`config.mk`:
```
export PLATFORM = sky130hd
export DESIGN_NAME = cpu
export DESIGN_NICKNAME = d
export VERILOG_FILES = /design/src/design/cpu_pkg.sv /design/src/design/cpu_ifs.sv /design/src/design/register_file.sv /design/src/design/datapath.sv /design/src/design/instruction_decoder.sv /design/src/design/address_unit.sv /design/src/design/cpu_controller.sv /design/src/design/cpu.sv
export SDC_FILE = /design/constraint.sdc
export NUM_CORES = 1
export LEC_CHECK = 0
export BUFFER_PORTS_ARGS = -buffer_cell sky130_fd_sc_hd__buf_2
export CAP_MARGIN = 20
export CORE_MARGIN = 2
export CORE_UTILIZATION = 35
export DETAILED_ROUTE_END_ITERATION = 10
export SETUP_SLACK_MARGIN = 0.4
export SYNTH_ARGS = -nofsm -noshare
export SYNTH_HDL_FRONTEND = slang
export SYNTH_SLANG_ARGS = --single-unit
```
`constraint.sdc`:
```
create_clock -name clk -period 6.8 [get_ports clk]
set_clock_uncertainty 0.1 [all_clocks]
set_input_delay 0.34 -clock clk [delete_from_list [all_inputs] [get_ports clk]]
set_output_delay 0.34 -clock clk [all_outputs]
set_load 0.05 [all_outputs]
```
`src/design/cpu_pkg.sv`:
```
// The ISA fixes the word width at 16 and the cpu top level sets the memory address width
package cpu_pkg;

   localparam int DATA_WIDTH = 16;
   localparam int REG_IDX_WIDTH = 3;

   typedef logic [DATA_WIDTH-1:0] word_t;
   typedef logic [REG_IDX_WIDTH-1:0] reg_idx_t;

   // Major opcode in bits 15 to 13
   typedef enum logic [2:0] {
      OPC_LDR  = 3'b011,
      OPC_STR  = 3'b100,
      OPC_ALU  = 3'b101,
      OPC_MOV  = 3'b110,
      OPC_HALT = 3'b111
   } opcode_e;

   // Op field in bits 12 to 11 for ALU instructions
   typedef enum logic [1:0] {
      ALU_ADD = 2'b00,
      ALU_CMP = 2'b01,
      ALU_AND = 2'b10,
      ALU_MVN = 2'b11
   } alu_op_e;

   // Op field values that pick the MOV form
   localparam logic [1:0] MOV_IMM = 2'b10;
   localparam logic [1:0] MOV_REG = 2'b00;

   typedef enum logic [1:0] {
      SHIFT_NONE = 2'b00,
      SHIFT_LSL  = 2'b01,
      SHIFT_LSR  = 2'b10,
      SHIFT_ASR  = 2'b11
   } shift_e;

   typedef enum logic [1:0] {
      NSEL_RM = 2'b00,
      NSEL_RD = 2'b01,
      NSEL_RN = 2'b10
   } nsel_e;

   // 2'b01 was the PC source and stays unused
   typedef enum logic [1:0] {
      VSEL_C     = 2'b00,
      VSEL_IMM   = 2'b10,
      VSEL_MDATA = 2'b11
   } vsel_e;

   typedef enum logic [1:0] {
      MWRITE = 2'b00,
      MREAD  = 2'b01
   } mem_cmd_e;

   typedef enum logic [4:0] {
      RESET, IF1, IF2, UPDATE_PC, DECODE,
      GET_A, GET_B, GET_B_RD,
      ADD, AND_OP, NOT_OP, PASS,
      WRITE_REG, WRITE_IMM, ADD_IMM,
      WRITE_DATA_ADDR, LOAD_WAIT, REG_FROM_MEM, REG_TO_MEM,
      HALT
   } state_e;

endpackage

```
`src/design/cpu_ifs.sv`:
```
// Internal control and decode bundles only, no clock is carried and all signals are level
`timescale 1ns/100ps

// Register file and ALU strobes from the controller
interface datapath_ctrl_if;
   cpu_pkg::nsel_e nsel;
   logic           loada;
   logic           loadb;
   logic           loadc;
   logic           asel;
   logic           bsel;
   cpu_pkg::vsel_e vsel;
   logic           write;

   modport controller (
      output nsel, loada, loadb, loadc, asel, bsel, vsel, write
   );
   modport datapath (
      input nsel, loada, loadb, loadc, asel, bsel, vsel, write
   );
endinterface

// PC, IR and data address strobes
interface addr_ctrl_if;
   logic load_pc;
   logic reset_pc;
   logic load_ir;
   logic load_addr;
   logic addr_sel;

   modport controller (
      output load_pc, reset_pc, load_ir, load_addr, addr_sel
   );
   modport addr_unit (
      input load_pc, reset_pc, load_ir, load_addr, addr_sel
   );
endinterface

// Instruction fields after decode
interface decoded_if;
   cpu_pkg::opcode_e  opcode;
   logic [1:0]        op;
   cpu_pkg::reg_idx_t rn;
   cpu_pkg::reg_idx_t rd;
   cpu_pkg::reg_idx_t rm;
   cpu_pkg::shift_e   shift;
   cpu_pkg::alu_op_e  alu_op;
   cpu_pkg::word_t    sximm5;
   cpu_pkg::word_t    sximm8;

   modport decoder (
      output opcode, op, rn, rd, rm, shift, alu_op, sximm5, sximm8
   );
   modport controller (
      input opcode, op
   );
   modport datapath (
      input rn, rd, rm, shift, alu_op, sximm5, sximm8
   );
endinterface

```
`src/design/register_file.sv`:
```
// Single index shared by the read and write ports, so a write and its readback use the same register
`timescale 1ns/100ps

module register_file (
   input  logic              clk,
   input  logic              write,
   input  cpu_pkg::reg_idx_t index,
   input  cpu_pkg::word_t    write_data,
   output cpu_pkg::word_t    read_data
);

   cpu_pkg::word_t regs [2**cpu_pkg::REG_IDX_WIDTH];

   always_ff @(posedge clk) begin
      if (write) begin
         regs[index] <= write_data;
      end
   end

   // Read is combinational and shows the old value during a write
   assign read_data = regs[index];

endmodule

```
`src/design/datapath.sv`:
```
// A, B and C have no reset, so they hold unknowns until the first instruction loads them
`timescale 1ns/100ps

module datapath (
   input  logic              clk,
   datapath_ctrl_if.datapath dp,
   decoded_if.datapath       dec,
   input  cpu_pkg::word_t    mdata,
   output cpu_pkg::word_t    c_value
);

   cpu_pkg::reg_idx_t reg_index;
   cpu_pkg::word_t    rf_read;
   cpu_pkg::word_t    rf_write;
   cpu_pkg::word_t    a_reg;
   cpu_pkg::word_t    b_reg;
   cpu_pkg::word_t    b_shifted;
   cpu_pkg::word_t    a_operand;
   cpu_pkg::word_t    b_operand;
   cpu_pkg::word_t    alu_out;

   always_comb begin
      case (dp.nsel)
         cpu_pkg::NSEL_RN: reg_index = dec.rn;
         cpu_pkg::NSEL_RD: reg_index = dec.rd;
         default:          reg_index = dec.rm;
      endcase
      case (dp.vsel)
         cpu_pkg::VSEL_IMM:   rf_write = dec.sximm8;
         cpu_pkg::VSEL_MDATA: rf_write = mdata;
         default:             rf_write = c_value;
      endcase
   end

   register_file u_regs (
      .clk        (clk),
      .write      (dp.write),
      .index      (reg_index),
      .write_data (rf_write),
      .read_data  (rf_read)
   );

   always_ff @(posedge clk) begin
      if (dp.loada) begin
         a_reg <= rf_read;
      end
      if (dp.loadb) begin
         b_reg <= rf_read;
      end
      if (dp.loadc) begin
         c_value <= alu_out;
      end
   end

   // Shifter sits on the B output
   always_comb begin
      case (dec.shift)
         cpu_pkg::SHIFT_LSL: b_shifted = {b_reg[cpu_pkg::DATA_WIDTH-2:0], 1'b0};
         cpu_pkg::SHIFT_LSR: b_shifted = {1'b0, b_reg[cpu_pkg::DATA_WIDTH-1:1]};
         cpu_pkg::SHIFT_ASR: b_shifted = {b_reg[cpu_pkg::DATA_WIDTH-1],
                                          b_reg[cpu_pkg::DATA_WIDTH-1:1]};
         default:            b_shifted = b_reg;
      endcase
      a_operand = dp.asel ? '0 : a_reg;
      b_operand = dp.bsel ? dec.sximm5 : b_shifted;
      case (dec.alu_op)
         cpu_pkg::ALU_AND: alu_out = a_operand & b_operand;
         cpu_pkg::ALU_MVN: alu_out = ~b_operand;
         default:          alu_out = a_operand + b_operand;
      endcase
   end

   a_vsel_legal: assert property (@(posedge clk)
      dp.write |-> dp.vsel inside {cpu_pkg::VSEL_C, cpu_pkg::VSEL_IMM, cpu_pkg::VSEL_MDATA});

endmodule

```
`src/design/instruction_decoder.sv`:
```
// Purely combinational, decodes whatever the instruction register holds including unused opcodes
`timescale 1ns/100ps

module instruction_decoder (
   input  cpu_pkg::word_t instruction,
   decoded_if.decoder     dec
);

   always_comb begin
      dec.opcode = cpu_pkg::opcode_e'(instruction[15:13]);
      dec.op     = instruction[12:11];
      dec.rn     = instruction[10:8];
      dec.rd     = instruction[7:5];
      dec.rm     = instruction[2:0];
      dec.sximm5 = {{(cpu_pkg::DATA_WIDTH-5){instruction[4]}}, instruction[4:0]};
      dec.sximm8 = {{(cpu_pkg::DATA_WIDTH-8){instruction[7]}}, instruction[7:0]};

      // Bits 4 to 3 belong to imm5 in loads and stores
      if (dec.opcode == cpu_pkg::OPC_LDR || dec.opcode == cpu_pkg::OPC_STR) begin
         dec.shift = cpu_pkg::SHIFT_NONE;
      end else begin
         dec.shift = cpu_pkg::shift_e'(instruction[4:3]);
      end

      // Everything outside the ALU group needs a plain add
      if (dec.opcode == cpu_pkg::OPC_ALU) begin
         dec.alu_op = cpu_pkg::alu_op_e'(dec.op);
      end else begin
         dec.alu_op = cpu_pkg::ALU_ADD;
      end
   end

endmodule

```
`src/design/address_unit.sv`:
```
// ADDR_WIDTH must not exceed the word width, and the PC wraps at the top of memory
`timescale 1ns/100ps

module address_unit #(
   parameter int ADDR_WIDTH = 9
) (
   input  logic                  clk,
   addr_ctrl_if.addr_unit        ac,
   input  cpu_pkg::word_t        read_data,
   input  cpu_pkg::word_t        c_value,
   output cpu_pkg::word_t        instruction,
   output logic [ADDR_WIDTH-1:0] mem_addr
);

   logic [ADDR_WIDTH-1:0] pc;
   logic [ADDR_WIDTH-1:0] data_addr;

   // Cleared by the controller through reset_pc
   always_ff @(posedge clk) begin
      if (ac.load_pc) begin
         pc <= ac.reset_pc ? '0 : pc + 1'b1;
      end
      if (ac.load_ir) begin
         instruction <= read_data;
      end
      if (ac.load_addr) begin
         data_addr <= c_value[ADDR_WIDTH-1:0];
      end
   end

   assign mem_addr = ac.addr_sel ? pc : data_addr;

   // Clearing the PC only takes effect together with a load
   a_reset_with_load: assert property (@(posedge clk)
      ac.reset_pc |-> ac.load_pc);

endmodule

```
`src/design/cpu_controller.sv`:
```
// One state per cycle, CMP and branch encodings halt and only reset leaves the halt state
`timescale 1ns/100ps

module cpu_controller (
   input  logic                  clk,
   input  logic                  reset,
   decoded_if.controller         dec,
   datapath_ctrl_if.controller   dp,
   addr_ctrl_if.controller       ac,
   output cpu_pkg::mem_cmd_e     mem_cmd,
   output logic                  halt
);

   cpu_pkg::state_e state;
   cpu_pkg::state_e next_state;

   always_ff @(posedge clk) begin
      if (reset) begin
         state <= cpu_pkg::RESET;
      end else begin
         state <= next_state;
      end
   end

   always_comb begin
      next_state = cpu_pkg::HALT;
      case (state)
         cpu_pkg::RESET:     next_state = cpu_pkg::IF1;
         cpu_pkg::IF1:       next_state = cpu_pkg::IF2;
         cpu_pkg::IF2:       next_state = cpu_pkg::UPDATE_PC;
         cpu_pkg::UPDATE_PC: next_state = cpu_pkg::DECODE;
         cpu_pkg::DECODE: begin
            case (dec.opcode)
               cpu_pkg::OPC_MOV: begin
                  if (dec.op == cpu_pkg::MOV_IMM) begin
                     next_state = cpu_pkg::WRITE_IMM;
                  end else if (dec.op == cpu_pkg::MOV_REG) begin
                     next_state = cpu_pkg::GET_B;
                  end
               end
               cpu_pkg::OPC_ALU: begin
                  case (dec.op)
                     cpu_pkg::ALU_ADD, cpu_pkg::ALU_AND: next_state = cpu_pkg::GET_A;
                     cpu_pkg::ALU_MVN: next_state = cpu_pkg::GET_B;
                     cpu_pkg::ALU_CMP: next_state = cpu_pkg::HALT;
                     default:          next_state = cpu_pkg::HALT;
                  endcase
               end
               cpu_pkg::OPC_LDR, cpu_pkg::OPC_STR: begin
                  if (dec.op == 2'b00) begin
                     next_state = cpu_pkg::GET_A;
                  end
               end
               default: next_state = cpu_pkg::HALT;
            endcase
         end
         cpu_pkg::GET_A: begin
            if (dec.opcode == cpu_pkg::OPC_LDR || dec.opcode == cpu_pkg::OPC_STR) begin
               next_state = cpu_pkg::ADD_IMM;
            end else begin
               next_state = cpu_pkg::GET_B;
            end
         end
         cpu_pkg::GET_B: begin
            if (dec.opcode == cpu_pkg::OPC_MOV) begin
               next_state = cpu_pkg::PASS;
            end else begin
               case (dec.op)
                  cpu_pkg::ALU_ADD: next_state = cpu_pkg::ADD;
                  cpu_pkg::ALU_AND: next_state = cpu_pkg::AND_OP;
                  cpu_pkg::ALU_MVN: next_state = cpu_pkg::NOT_OP;
                  default:          next_state = cpu_pkg::HALT;
               endcase
            end
         end
         cpu_pkg::ADD, cpu_pkg::AND_OP, cpu_pkg::NOT_OP: next_state = cpu_pkg::WRITE_REG;
         cpu_pkg::PASS: begin
            if (dec.opcode == cpu_pkg::OPC_STR) begin
               next_state = cpu_pkg::REG_TO_MEM;
            end else begin
               next_state = cpu_pkg::WRITE_REG;
            end
         end
         cpu_pkg::ADD_IMM: next_state = cpu_pkg::WRITE_DATA_ADDR;
         cpu_pkg::WRITE_DATA_ADDR: begin
            if (dec.opcode == cpu_pkg::OPC_LDR) begin
               next_state = cpu_pkg::LOAD_WAIT;
            end else begin
               next_state = cpu_pkg::GET_B_RD;
            end
         end
         cpu_pkg::LOAD_WAIT: next_state = cpu_pkg::REG_FROM_MEM;
         cpu_pkg::GET_B_RD:  next_state = cpu_pkg::PASS;
         cpu_pkg::WRITE_REG, cpu_pkg::WRITE_IMM,
         cpu_pkg::REG_FROM_MEM, cpu_pkg::REG_TO_MEM: next_state = cpu_pkg::IF1;
         default: next_state = cpu_pkg::HALT;
      endcase
   end

   // Everything idles and the PC drives the address unless a state says otherwise
   always_comb begin
      dp.nsel      = cpu_pkg::NSEL_RM;
      dp.loada     = 1'b0;
      dp.loadb     = 1'b0;
      dp.loadc     = 1'b0;
      dp.asel      = 1'b0;
      dp.bsel      = 1'b0;
      dp.vsel      = cpu_pkg::VSEL_C;
      dp.write     = 1'b0;
      ac.load_pc   = 1'b0;
      ac.reset_pc  = 1'b0;
      ac.load_ir   = 1'b0;
      ac.load_addr = 1'b0;
      ac.addr_sel  = 1'b1;
      mem_cmd      = cpu_pkg::MREAD;
      halt         = 1'b0;
      case (state)
         cpu_pkg::RESET: begin
            ac.load_pc  = 1'b1;
            ac.reset_pc = 1'b1;
         end
         cpu_pkg::IF2:       ac.load_ir = 1'b1;
         cpu_pkg::UPDATE_PC: ac.load_pc = 1'b1;
         cpu_pkg::GET_A: begin
            dp.nsel  = cpu_pkg::NSEL_RN;
            dp.loada = 1'b1;
         end
         cpu_pkg::GET_B:  dp.loadb = 1'b1;
         cpu_pkg::GET_B_RD: begin
            dp.nsel  = cpu_pkg::NSEL_RD;
            dp.loadb = 1'b1;
         end
         cpu_pkg::ADD, cpu_pkg::AND_OP, cpu_pkg::NOT_OP: dp.loadc = 1'b1;
         // A is zeroed so the shifted B passes through
         cpu_pkg::PASS: begin
            dp.asel  = 1'b1;
            dp.loadc = 1'b1;
         end
         cpu_pkg::ADD_IMM: begin
            dp.bsel  = 1'b1;
            dp.loadc = 1'b1;
         end
         cpu_pkg::WRITE_REG: begin
            dp.nsel  = cpu_pkg::NSEL_RD;
            dp.write = 1'b1;
         end
         cpu_pkg::WRITE_IMM: begin
            dp.nsel  = cpu_pkg::NSEL_RN;
            dp.vsel  = cpu_pkg::VSEL_IMM;
            dp.write = 1'b1;
         end
         cpu_pkg::WRITE_DATA_ADDR: ac.load_addr = 1'b1;
         cpu_pkg::LOAD_WAIT:       ac.addr_sel  = 1'b0;
         cpu_pkg::REG_FROM_MEM: begin
            ac.addr_sel = 1'b0;
            dp.nsel     = cpu_pkg::NSEL_RD;
            dp.vsel     = cpu_pkg::VSEL_MDATA;
            dp.write    = 1'b1;
         end
         cpu_pkg::REG_TO_MEM: begin
            ac.addr_sel = 1'b0;
            mem_cmd     = cpu_pkg::MWRITE;
         end
         cpu_pkg::HALT: halt = 1'b1;
         default: ;
      endcase
   end

   // A write only follows the PASS state of a store
   a_write_in_store: assert property (@(posedge clk) disable iff (reset)
      mem_cmd == cpu_pkg::MWRITE |->
         $past(state) == cpu_pkg::PASS && dec.opcode == cpu_pkg::OPC_STR);

   a_halt_sticky: assert property (@(posedge clk) disable iff (reset)
      halt |=> halt);

   // The PC steps only right after an instruction load and never in the same cycle
   a_ir_pc_exclusive: assert property (@(posedge clk) disable iff (reset)
      ac.load_pc |-> !ac.load_ir && (ac.reset_pc || $past(ac.load_ir)));

endmodule

```
`src/design/cpu.sv`:
```
// Memory must return read data one clock after the address and has no handshake
`timescale 1ns/100ps

module cpu #(
   parameter int ADDR_WIDTH = 9
) (
   input  logic              clk,
   input  logic              reset,
   input  cpu_pkg::word_t    read_data,
   output cpu_pkg::mem_cmd_e mem_cmd,
   output logic [ADDR_WIDTH-1:0] mem_addr,
   output cpu_pkg::word_t    write_data,
   output logic              halt
);

   cpu_pkg::word_t instruction;

   datapath_ctrl_if dp_ctrl ();
   addr_ctrl_if     addr_ctrl ();
   decoded_if       dec ();

   cpu_controller u_controller (
      .clk     (clk),
      .reset   (reset),
      .dec     (dec),
      .dp      (dp_ctrl),
      .ac      (addr_ctrl),
      .mem_cmd (mem_cmd),
      .halt    (halt)
   );

   instruction_decoder u_decoder (
      .instruction (instruction),
      .dec         (dec)
   );

   address_unit #(
      .ADDR_WIDTH (ADDR_WIDTH)
   ) u_address_unit (
      .clk         (clk),
      .ac          (addr_ctrl),
      .read_data   (read_data),
      .c_value     (write_data),
      .instruction (instruction),
      .mem_addr    (mem_addr)
   );

   // Stores always write the C register
   datapath u_datapath (
      .clk     (clk),
      .dp      (dp_ctrl),
      .dec     (dec),
      .mdata   (read_data),
      .c_value (write_data)
   );

endmodule

```
== After elaboration in Yosys (flattened, before gate mapping) ==
Memory sizes are Yosys's and may differ from the RTL's.
Cells that the tools add are included.

* Bits in registers: 87
* Bits in writable memories: 128
* Word-level logic and storage cells: 97
* Memories kept: 1

{| class="wikitable"
|+ Memory list
! memory !! depth !! bits a word !! rd ports !! clocked after memory_dff !! wr ports !! RTL line !! RTL
|-
| u_datapath.u_regs.regs || 8 || 16 || 1 || 0 || 1 || register_file.sv:12 || <nowiki>cpu_pkg::word_t regs [2**cpu_pkg::REG_IDX_WIDTH];</nowiki>
|}

* $add $sub $neg: 2
* Eq/ne operators: 35
* Multiplexer cells: 36
* Bitwise gates (word level): 2
* Reduce and logical (&&, ||, !) cells: 14

{| class="wikitable"
|+ Operators with widths
! kind !! number
|-
| 5-bit case mux with 13 select lines || 1
|-
| 16-bit case mux with 2 select lines || 2
|-
| 16-bit case mux with 3 select lines || 1
|-
| 5-bit case mux with 3 select lines || 3
|-
| 5-bit by 4-bit equality test with 1-bit output, second input constant || 8
|-
| 16-bit 2-to-1 mux || 2
|-
| 5-bit 2-to-1 mux || 6
|-
| 5-bit by 3-bit equality test with 1-bit output, second input constant || 4
|-
| 5-bit equality test, second input constant || 4
|-
| 2-bit equality test, second input constant || 9
|-
| 16-bit adder || 1
|-
| 16-bit AND || 1
|-
| 16-bit NOT || 1
|-
| 1-bit 2-to-1 mux || 14
|-
| 3-bit OR reduction || 4
|-
| 5-bit by 2-bit equality test with 1-bit output, second input constant || 2
|-
| 2-bit OR reduction || 5
|-
| 5-bit OR reduction || 2
|-
| 9-bit by 1-bit adder with 9-bit output, second input constant || 1
|-
| 3-bit equality test, second input constant || 3
|-
| 9-bit 2-to-1 mux || 1
|-
| 2-bit case mux with 2 select lines || 2
|-
| 2-bit by 1-bit equality test with 1-bit output, second input constant || 3
|-
| 3-bit case mux with 2 select lines || 1
|-
| 7 further kinds || 8
|}

== Logic depth before layout (Yosys ltp) ==
* Word-level depth: 8
* Gate-level depth with buffers: 16
* Depth with buffers taken out: 14

== By module ==
A second synthesis with hierarchy kept.

* Cell total of the unflattened synthesis: 838
* Area, all modules: 11,114.4 um^2

{| class="wikitable"
|+ Modules (own cells, without submodules)
! module !! instances !! cells each !! area an instance (um^2) !! sequential area each (um^2)
|-
| register_file || 1 || 222 || 4,972.3 || 3,843.7
|-
| datapath || 1 || 365 || 3,579.7 || 1,441.4
|-
| address_unit || 1 || 75 || 1,310.0 || 1,021.0
|-
| cpu_controller || 1 || 123 || 850.8 || 100.1
|-
| instruction_decoder || 1 || 53 || 401.6 || 0.0
|}

== Worst setup path after synthesis ==
OpenSTA, ideal clock, no wires.

* Kind: register to register
* Start point: register u_controller.state[4]
* End point: memory u_datapath.u_regs.regs[1][0] in the netlist's numbering (enable)
* Arrival: 3.638 ns
* Setup slack: 2.653 ns
* Stages on the path, launching flop included: 14
* Period minus slack after synthesis: 4.147 ns
* Path through: dfxtp_1 clkbuf_1 inv_1 nor3_1 a21o_1 a32oi_1 ha_1 buf_2 o21a_1 buf_2 buf_2 buf_2 buf_2 nor3_1

* Cells in the longest elaborated chain, start to end: 5
* Elaborated cells between the ends (all ways): 15
* Those cells by class: 7 x eq/ne; 5 x mux; 3 x reduce/logical

{| class="wikitable"
|+ RTL lines
! what !! RTL line !! RTL
|-
| start, declared || cpu_controller.sv:14 || <nowiki>cpu_pkg::state_e state;</nowiki>
|-
| start signal, assigned || cpu_controller.sv:19 || <nowiki>state <= cpu_pkg::RESET;</nowiki>
|-
| start signal, assigned || cpu_controller.sv:21 || <nowiki>state <= next_state;</nowiki>
|-
| 5-bit by 3-bit equality test with 1-bit output, or another cell as far along || cpu_controller.sv:117 || <nowiki>case (state)</nowiki>
|-
| 3-bit OR reduction (no line) / 2-bit OR reduction (equally long branches) || - ||
|-
| 2-bit case mux with 2 select lines / 1-bit 2-to-1 mux (equally long branches) || cpu_controller.sv:117 ||
|-
| 2-bit by 1-bit equality test with 1-bit output, or another cell as far along || datapath.sv:23 || <nowiki>case (dp.nsel)</nowiki>
|-
| 3-bit case mux with 2 select lines / 1-bit 2-to-1 mux (equally long branches) || datapath.sv:23, register_file.sv:16 ||
|-
| end, declared || register_file.sv:12 ||
|}

Several ways; a longest one is shown, not always the timed one.

== Worst setup path after layout ==
* Start point: register u_address_unit.instruction[14]
* End point: register u_datapath.c_value[12] (data pin)

* Cells in the longest elaborated chain, start to end: 8
* Elaborated cells between the ends (all ways): 17
* Those cells by class: 1 x add/sub; 8 x eq/ne; 5 x mux; 2 x bitwise; 1 x reduce/logical

{| class="wikitable"
|+ RTL lines
! what !! RTL line !! RTL
|-
| start, declared || address_unit.sv:11 || <nowiki>output cpu_pkg::word_t instruction,</nowiki>
|-
| start signal, assigned || address_unit.sv:24 || <nowiki>instruction <= read_data;</nowiki>
|-
| 3-bit by 2-bit equality test with 1-bit output / 3-bit equality test (equally long branches) || instruction_decoder.sv:19 || <nowiki>if (dec.opcode == cpu_pkg::OPC_LDR || dec.opcode == cpu_pkg::OPC_STR) begin</nowiki>
|-
| 1-bit logical OR || instruction_decoder.sv:19 ||
|-
| 2-bit 2-to-1 mux || instruction_decoder.sv:19 ||
|-
| 2-bit equality test / 2-bit by 1-bit equality test with 1-bit output (equally long branches) || datapath.sv:57 || <nowiki>case (dec.shift)</nowiki>
|-
| 16-bit case mux with 3 select lines || datapath.sv:57 ||
|-
| 16-bit 2-to-1 mux || datapath.sv:65 || <nowiki>b_operand = dp.bsel ? dec.sximm5 : b_shifted;</nowiki>
|-
| 16-bit adder, or another cell as far along || datapath.sv:69 || <nowiki>default: alu_out = a_operand + b_operand;</nowiki>
|-
| 16-bit case mux with 2 select lines (*) || datapath.sv:66 || <nowiki>case (dec.alu_op)</nowiki>
|-
| via u_datapath.alu_out[12] || datapath.sv:20 || <nowiki>cpu_pkg::word_t alu_out;</nowiki>
|-
| end signal, assigned || datapath.sv:51 || <nowiki>c_value <= alu_out;</nowiki>
|-
| end, declared || datapath.sv:9 || <nowiki>output cpu_pkg::word_t c_value</nowiki>
|}

Mark *: on every way through the listed nets, which the timed path passes. The rest lies on a longest branch.
A chain may end at the register's enable or synchronous reset.

==> results.md <==
STA:
- The final count of hold timing violations is 0.
- Dividing the final minimum period by the clock period gives 0.653.
- The worst hold slack across all endpoints is 441 ps.
- The worst slew margin relative to its limit is 0.286.
- Setup total negative slack on the finished layout was measured at 0 ps.
- The count of pins over their slew limit is 0.
- Setup repair after global routing left no endpoint under its margin.
- The highest achievable clock rate is 0.225 GHz.
- The worst-margin pin slew is 1060 ps.
- Subtracting the final worst setup slack from the clock period gives 4440 ps.
- Setup violations remaining at the end of the flow were counted as 0.

Pwr:
- Summing internal, switching and leakage power gives roughly 4.4 mW.
- The internal power summed over all cells is 2.84 mW.
- In this run the static leakage power is 4.08 nW.
- The peak supply drop is 0.245 mV.
- The fraction of power spent switching nets is 0.353.
- The net switching power figure is 1.55 mW.
- Of the total power, registers draw 0.410.
- Power spread over the standard cell area amounts to 370 nW/um2.
- Of the total power, combinational logic draws 0.301.
- The share of total power dissipated in the clock network is 0.290.

Worst setup path:
- Walking the worst path, the cells encountered are or3b_1 > nand3_1 > o22ai_1 > o31ai_1 > inv_1 > fa_1 > nand2b_1 > nand2b_1 > a211oi_1 > a211oi_1 > o211ai_1 > a21o_1 > a31o_1.
- At the worst endpoint, the required time is 6980 ps.
- The class of the most critical setup path is flip-flop to flip-flop.
- The largest individual stage delay along the critical path comes from the cell or3b_1.
- Setup slack on the worst reg-to-reg path comes out at 2360 ps.
- The largest incremental delay on the critical path is 550 ps.
- The endpoint type of the worst setup path is a flip-flop.
- Of all nets on the critical path, the largest fanout is 11.
- The startpoint class of the critical path is a flip-flop.
- The worst path arrival time is ~4600 ps.

GRT:
- The maximum number of pins on one net before global-route repair is 37.
- The wire length of the first global-routing pass is 41800 um.
- For this run, the total global-route usage over all layers was measured as 0.180.
- The number of antenna violations at the first check in global routing is 0.
- The number of global-route vias before repair is 6812.
- Global routing finished with a remaining overflow of 0.

Yosys:
- The share of the Yosys chip area taken by registers is 0.629.
- In the synthesized netlist the async set-or-reset flop fraction comes to 0.
- Among all flip-flop cells after synthesis, the most frequent one is edfxtp_1.
- Averaged over all synthesized cells, the footprint is 12.5 um2.
- The number of synthesized flops with an enable pin is 210.
- The synthesized netlist net count is 856.
- The instance count of the mapped netlist is roughly 810.
- The cell area after synthesis is 10200 um2.
- The count of unique library cells instantiated by Yosys is 61.
- The number of flip-flops and latches in the synthesized netlist is 215.
- The synthesis warning total is 0.

Clock tree:
- The cell chosen for the clock root is clkbuf_16.
- CTS built an H-tree with a depth of 1.
- The clock tree from TritonCTS is built.
- In this run the deepest clock path goes through 3 buffers.
- The later pin in the worst-skew pair is clocked with a latency of 540 ps.
- In this run, post-CTS repair resized a total of 0 instances.
- The number of clock buffers inserted by TritonCTS is 24.
- Clock-pin slew was measured on the worst setup and hold paths at 60 ps.
- The clock net in this run drives a total of 215 sinks.

Drt:
- The detail-routed net length per standard cell is 21.5 um.
- The final wirelength is 27500 um.
- The first routing iteration left 713 violations.
- The count of nets left with antenna violations once routing finished came out at 0.
- The pre-antenna-repair detailed-routing pass consisted of 7 iterations.
- The residual DRC count is 0.
- The overall via count from detail_route is 7115.
- In the routed layout, each cell is associated on average with a via count of 5.55.

Floorplan:
- The number of cell rows is 62.
- For this configuration, the core starts out at a cell density of 0.355.
- After floorplanning, the core was sized to cover 28700 um2.
- The die area is between 30000 and 40000 um2.
- The I/O pin count is 46.
- The x dimension of the die is around 170 um.
- The die is around 170 um tall.

Placed design:
- The post-detailed-placement half-perimeter wirelength is 19100 um.
- The routability congestion estimate from global placement is 0.860.
- The number of port buffers is 44.

Final layout:
- The top cell types in the final layout, fill and taps aside, are edfxtp_1, nand2_1, nor2_1, a21oi_1, buf_2.
- The repair_antennas step left the layout with diodes totalling 0.
- Ranked by flip-flop count, first place goes to u_datapath.u_regs.regs.
- Of the cells placed in the final design, the portion with a size suffix greater than 1 is 0.155.
- The layout has 2712 filler cells.
- The register with the most flip-flops in the layout has 128 of them.
- The commonest non-fill, non-tap cell in the layout is edfxtp_1.
- After the last flow step, the layout net total stands at between 900 and 1000.
- Compared with the post-synthesis result, the final layout area differs by 16.4%.

Hold path:
- The path type of the worst min-delay path is input pin to flip-flop.

Run:
- The number of violations of the max-capacitance limit is 0.

Outcome:
- The run finished with clean final reports.
==> power by group through the flow <==
stage | logic, mW | registers, mW | clock network, mW
after floorplan | 0.944 | 1.80 | 0
after global placement | 1.29 | 1.82 | 0
after detailed placement | 1.29 | 1.82 | 0
after CTS | 1.31 | 1.80 | 1.30
after global routing | 1.44 | 1.81 | 1.35
final | 1.32 | 1.80 | 1.27
==> final cells by class <==
class	count	area, um2	area share
Multi-Input combinational cell	544	3600	0.304
Sequential cell	215	6410	0.540
Tap cell	384	480	0.0405
Inverter	13	48.8	0.00411
Clock buffer	28	616	0.0519
Timing Repair Buffer	82	548	0.0462
Clock inverter	15	160	0.0135
==> timing repair <==
action / in CTS / in global routing
hold buffers: 17 / 0
setup endpoints to repair: 0 / 0
setup buffers: 0 / 0
hold endpoints to repair: 21 / 0
==> logic make-up after synthesis <==
kind of cell / synth area share
AO/OA/AOI/OAI: 0.142
XOR/XNOR: 0.0155
adder cells (fa/ha/maj): 0.0327
buffers and inverters: 0.0230
flip-flops: 0.629
multiplexers: 0.0419
other: 0.000368
AND/OR/NAND/NOR: 0.116
==> worst max-delay path, delay by kind of cell, from the launching register on <==
| family | cells | cell delay, ps |
|---|---|---|
| buf+inv | 1 | 120 |
| compound gates | 7 | 1820 |
| fa+ha+maj | 1 | 410 |
| flops | 1 | 540 |
| simple gates | 4 | 1190 |
==> Yosys cell counts, drive strengths merged (9+ instances only) <==
cell,count,area (um2)
nor3,22,115
inv,12,45.0
xor2,14,123
edfxtp,210,6310
nor2,44,165
nand2,121,454
mux4,14,315
a21oi,44,220
nor2b,25,156
buf,18,103
o22ai,18,113
o21ai,48,244
mux2,9,101
a221oi,9,78.8
a22oi,26,195
a211oi,13,97.6
ha,25,313
clkbuf,22,82.6
o211ai,9,67.6
a221o,9,90.1
nand3,15,75.1
nand2b,9,56.3
==> metrics by stage <==
step / setup WS, ps / area, um2 / std cells / utilization
global route: 2080 / 11900 / 1281 / 0.413
global placement: 2490 / 10900 / 1220 / 0.380
detailed placement: 2480 / 10900 / 1220 / 0.380
CTS: 2410 / 11900 / 1280 / 0.413
floorplan: 2650 / 10200 / 812 / -
finish: 2360 / 11900 / 1281 / 0.413
==> metal layers <==
layer  share of wire  track usage
met5               0            0
met4           0.019       0.0479
met3           0.063       0.0289
met2            0.47        0.291
met1            0.44        0.253
==> worst paths after layout <==
check / start / cells after the start / to
worst max register to register: u_address_unit.instruction[14] / 13 / u_datapath.c_value[12]
worst max-delay path: u_address_unit.instruction[14] / 13 / u_datapath.c_value[12]
worst min register to register: u_datapath.c_value[2] / 0 / u_address_unit.data_addr[2]
worst min-delay path: read_data[6] / 2 / u_address_unit.instruction[6]
Power figures use the tool's default switching activity.
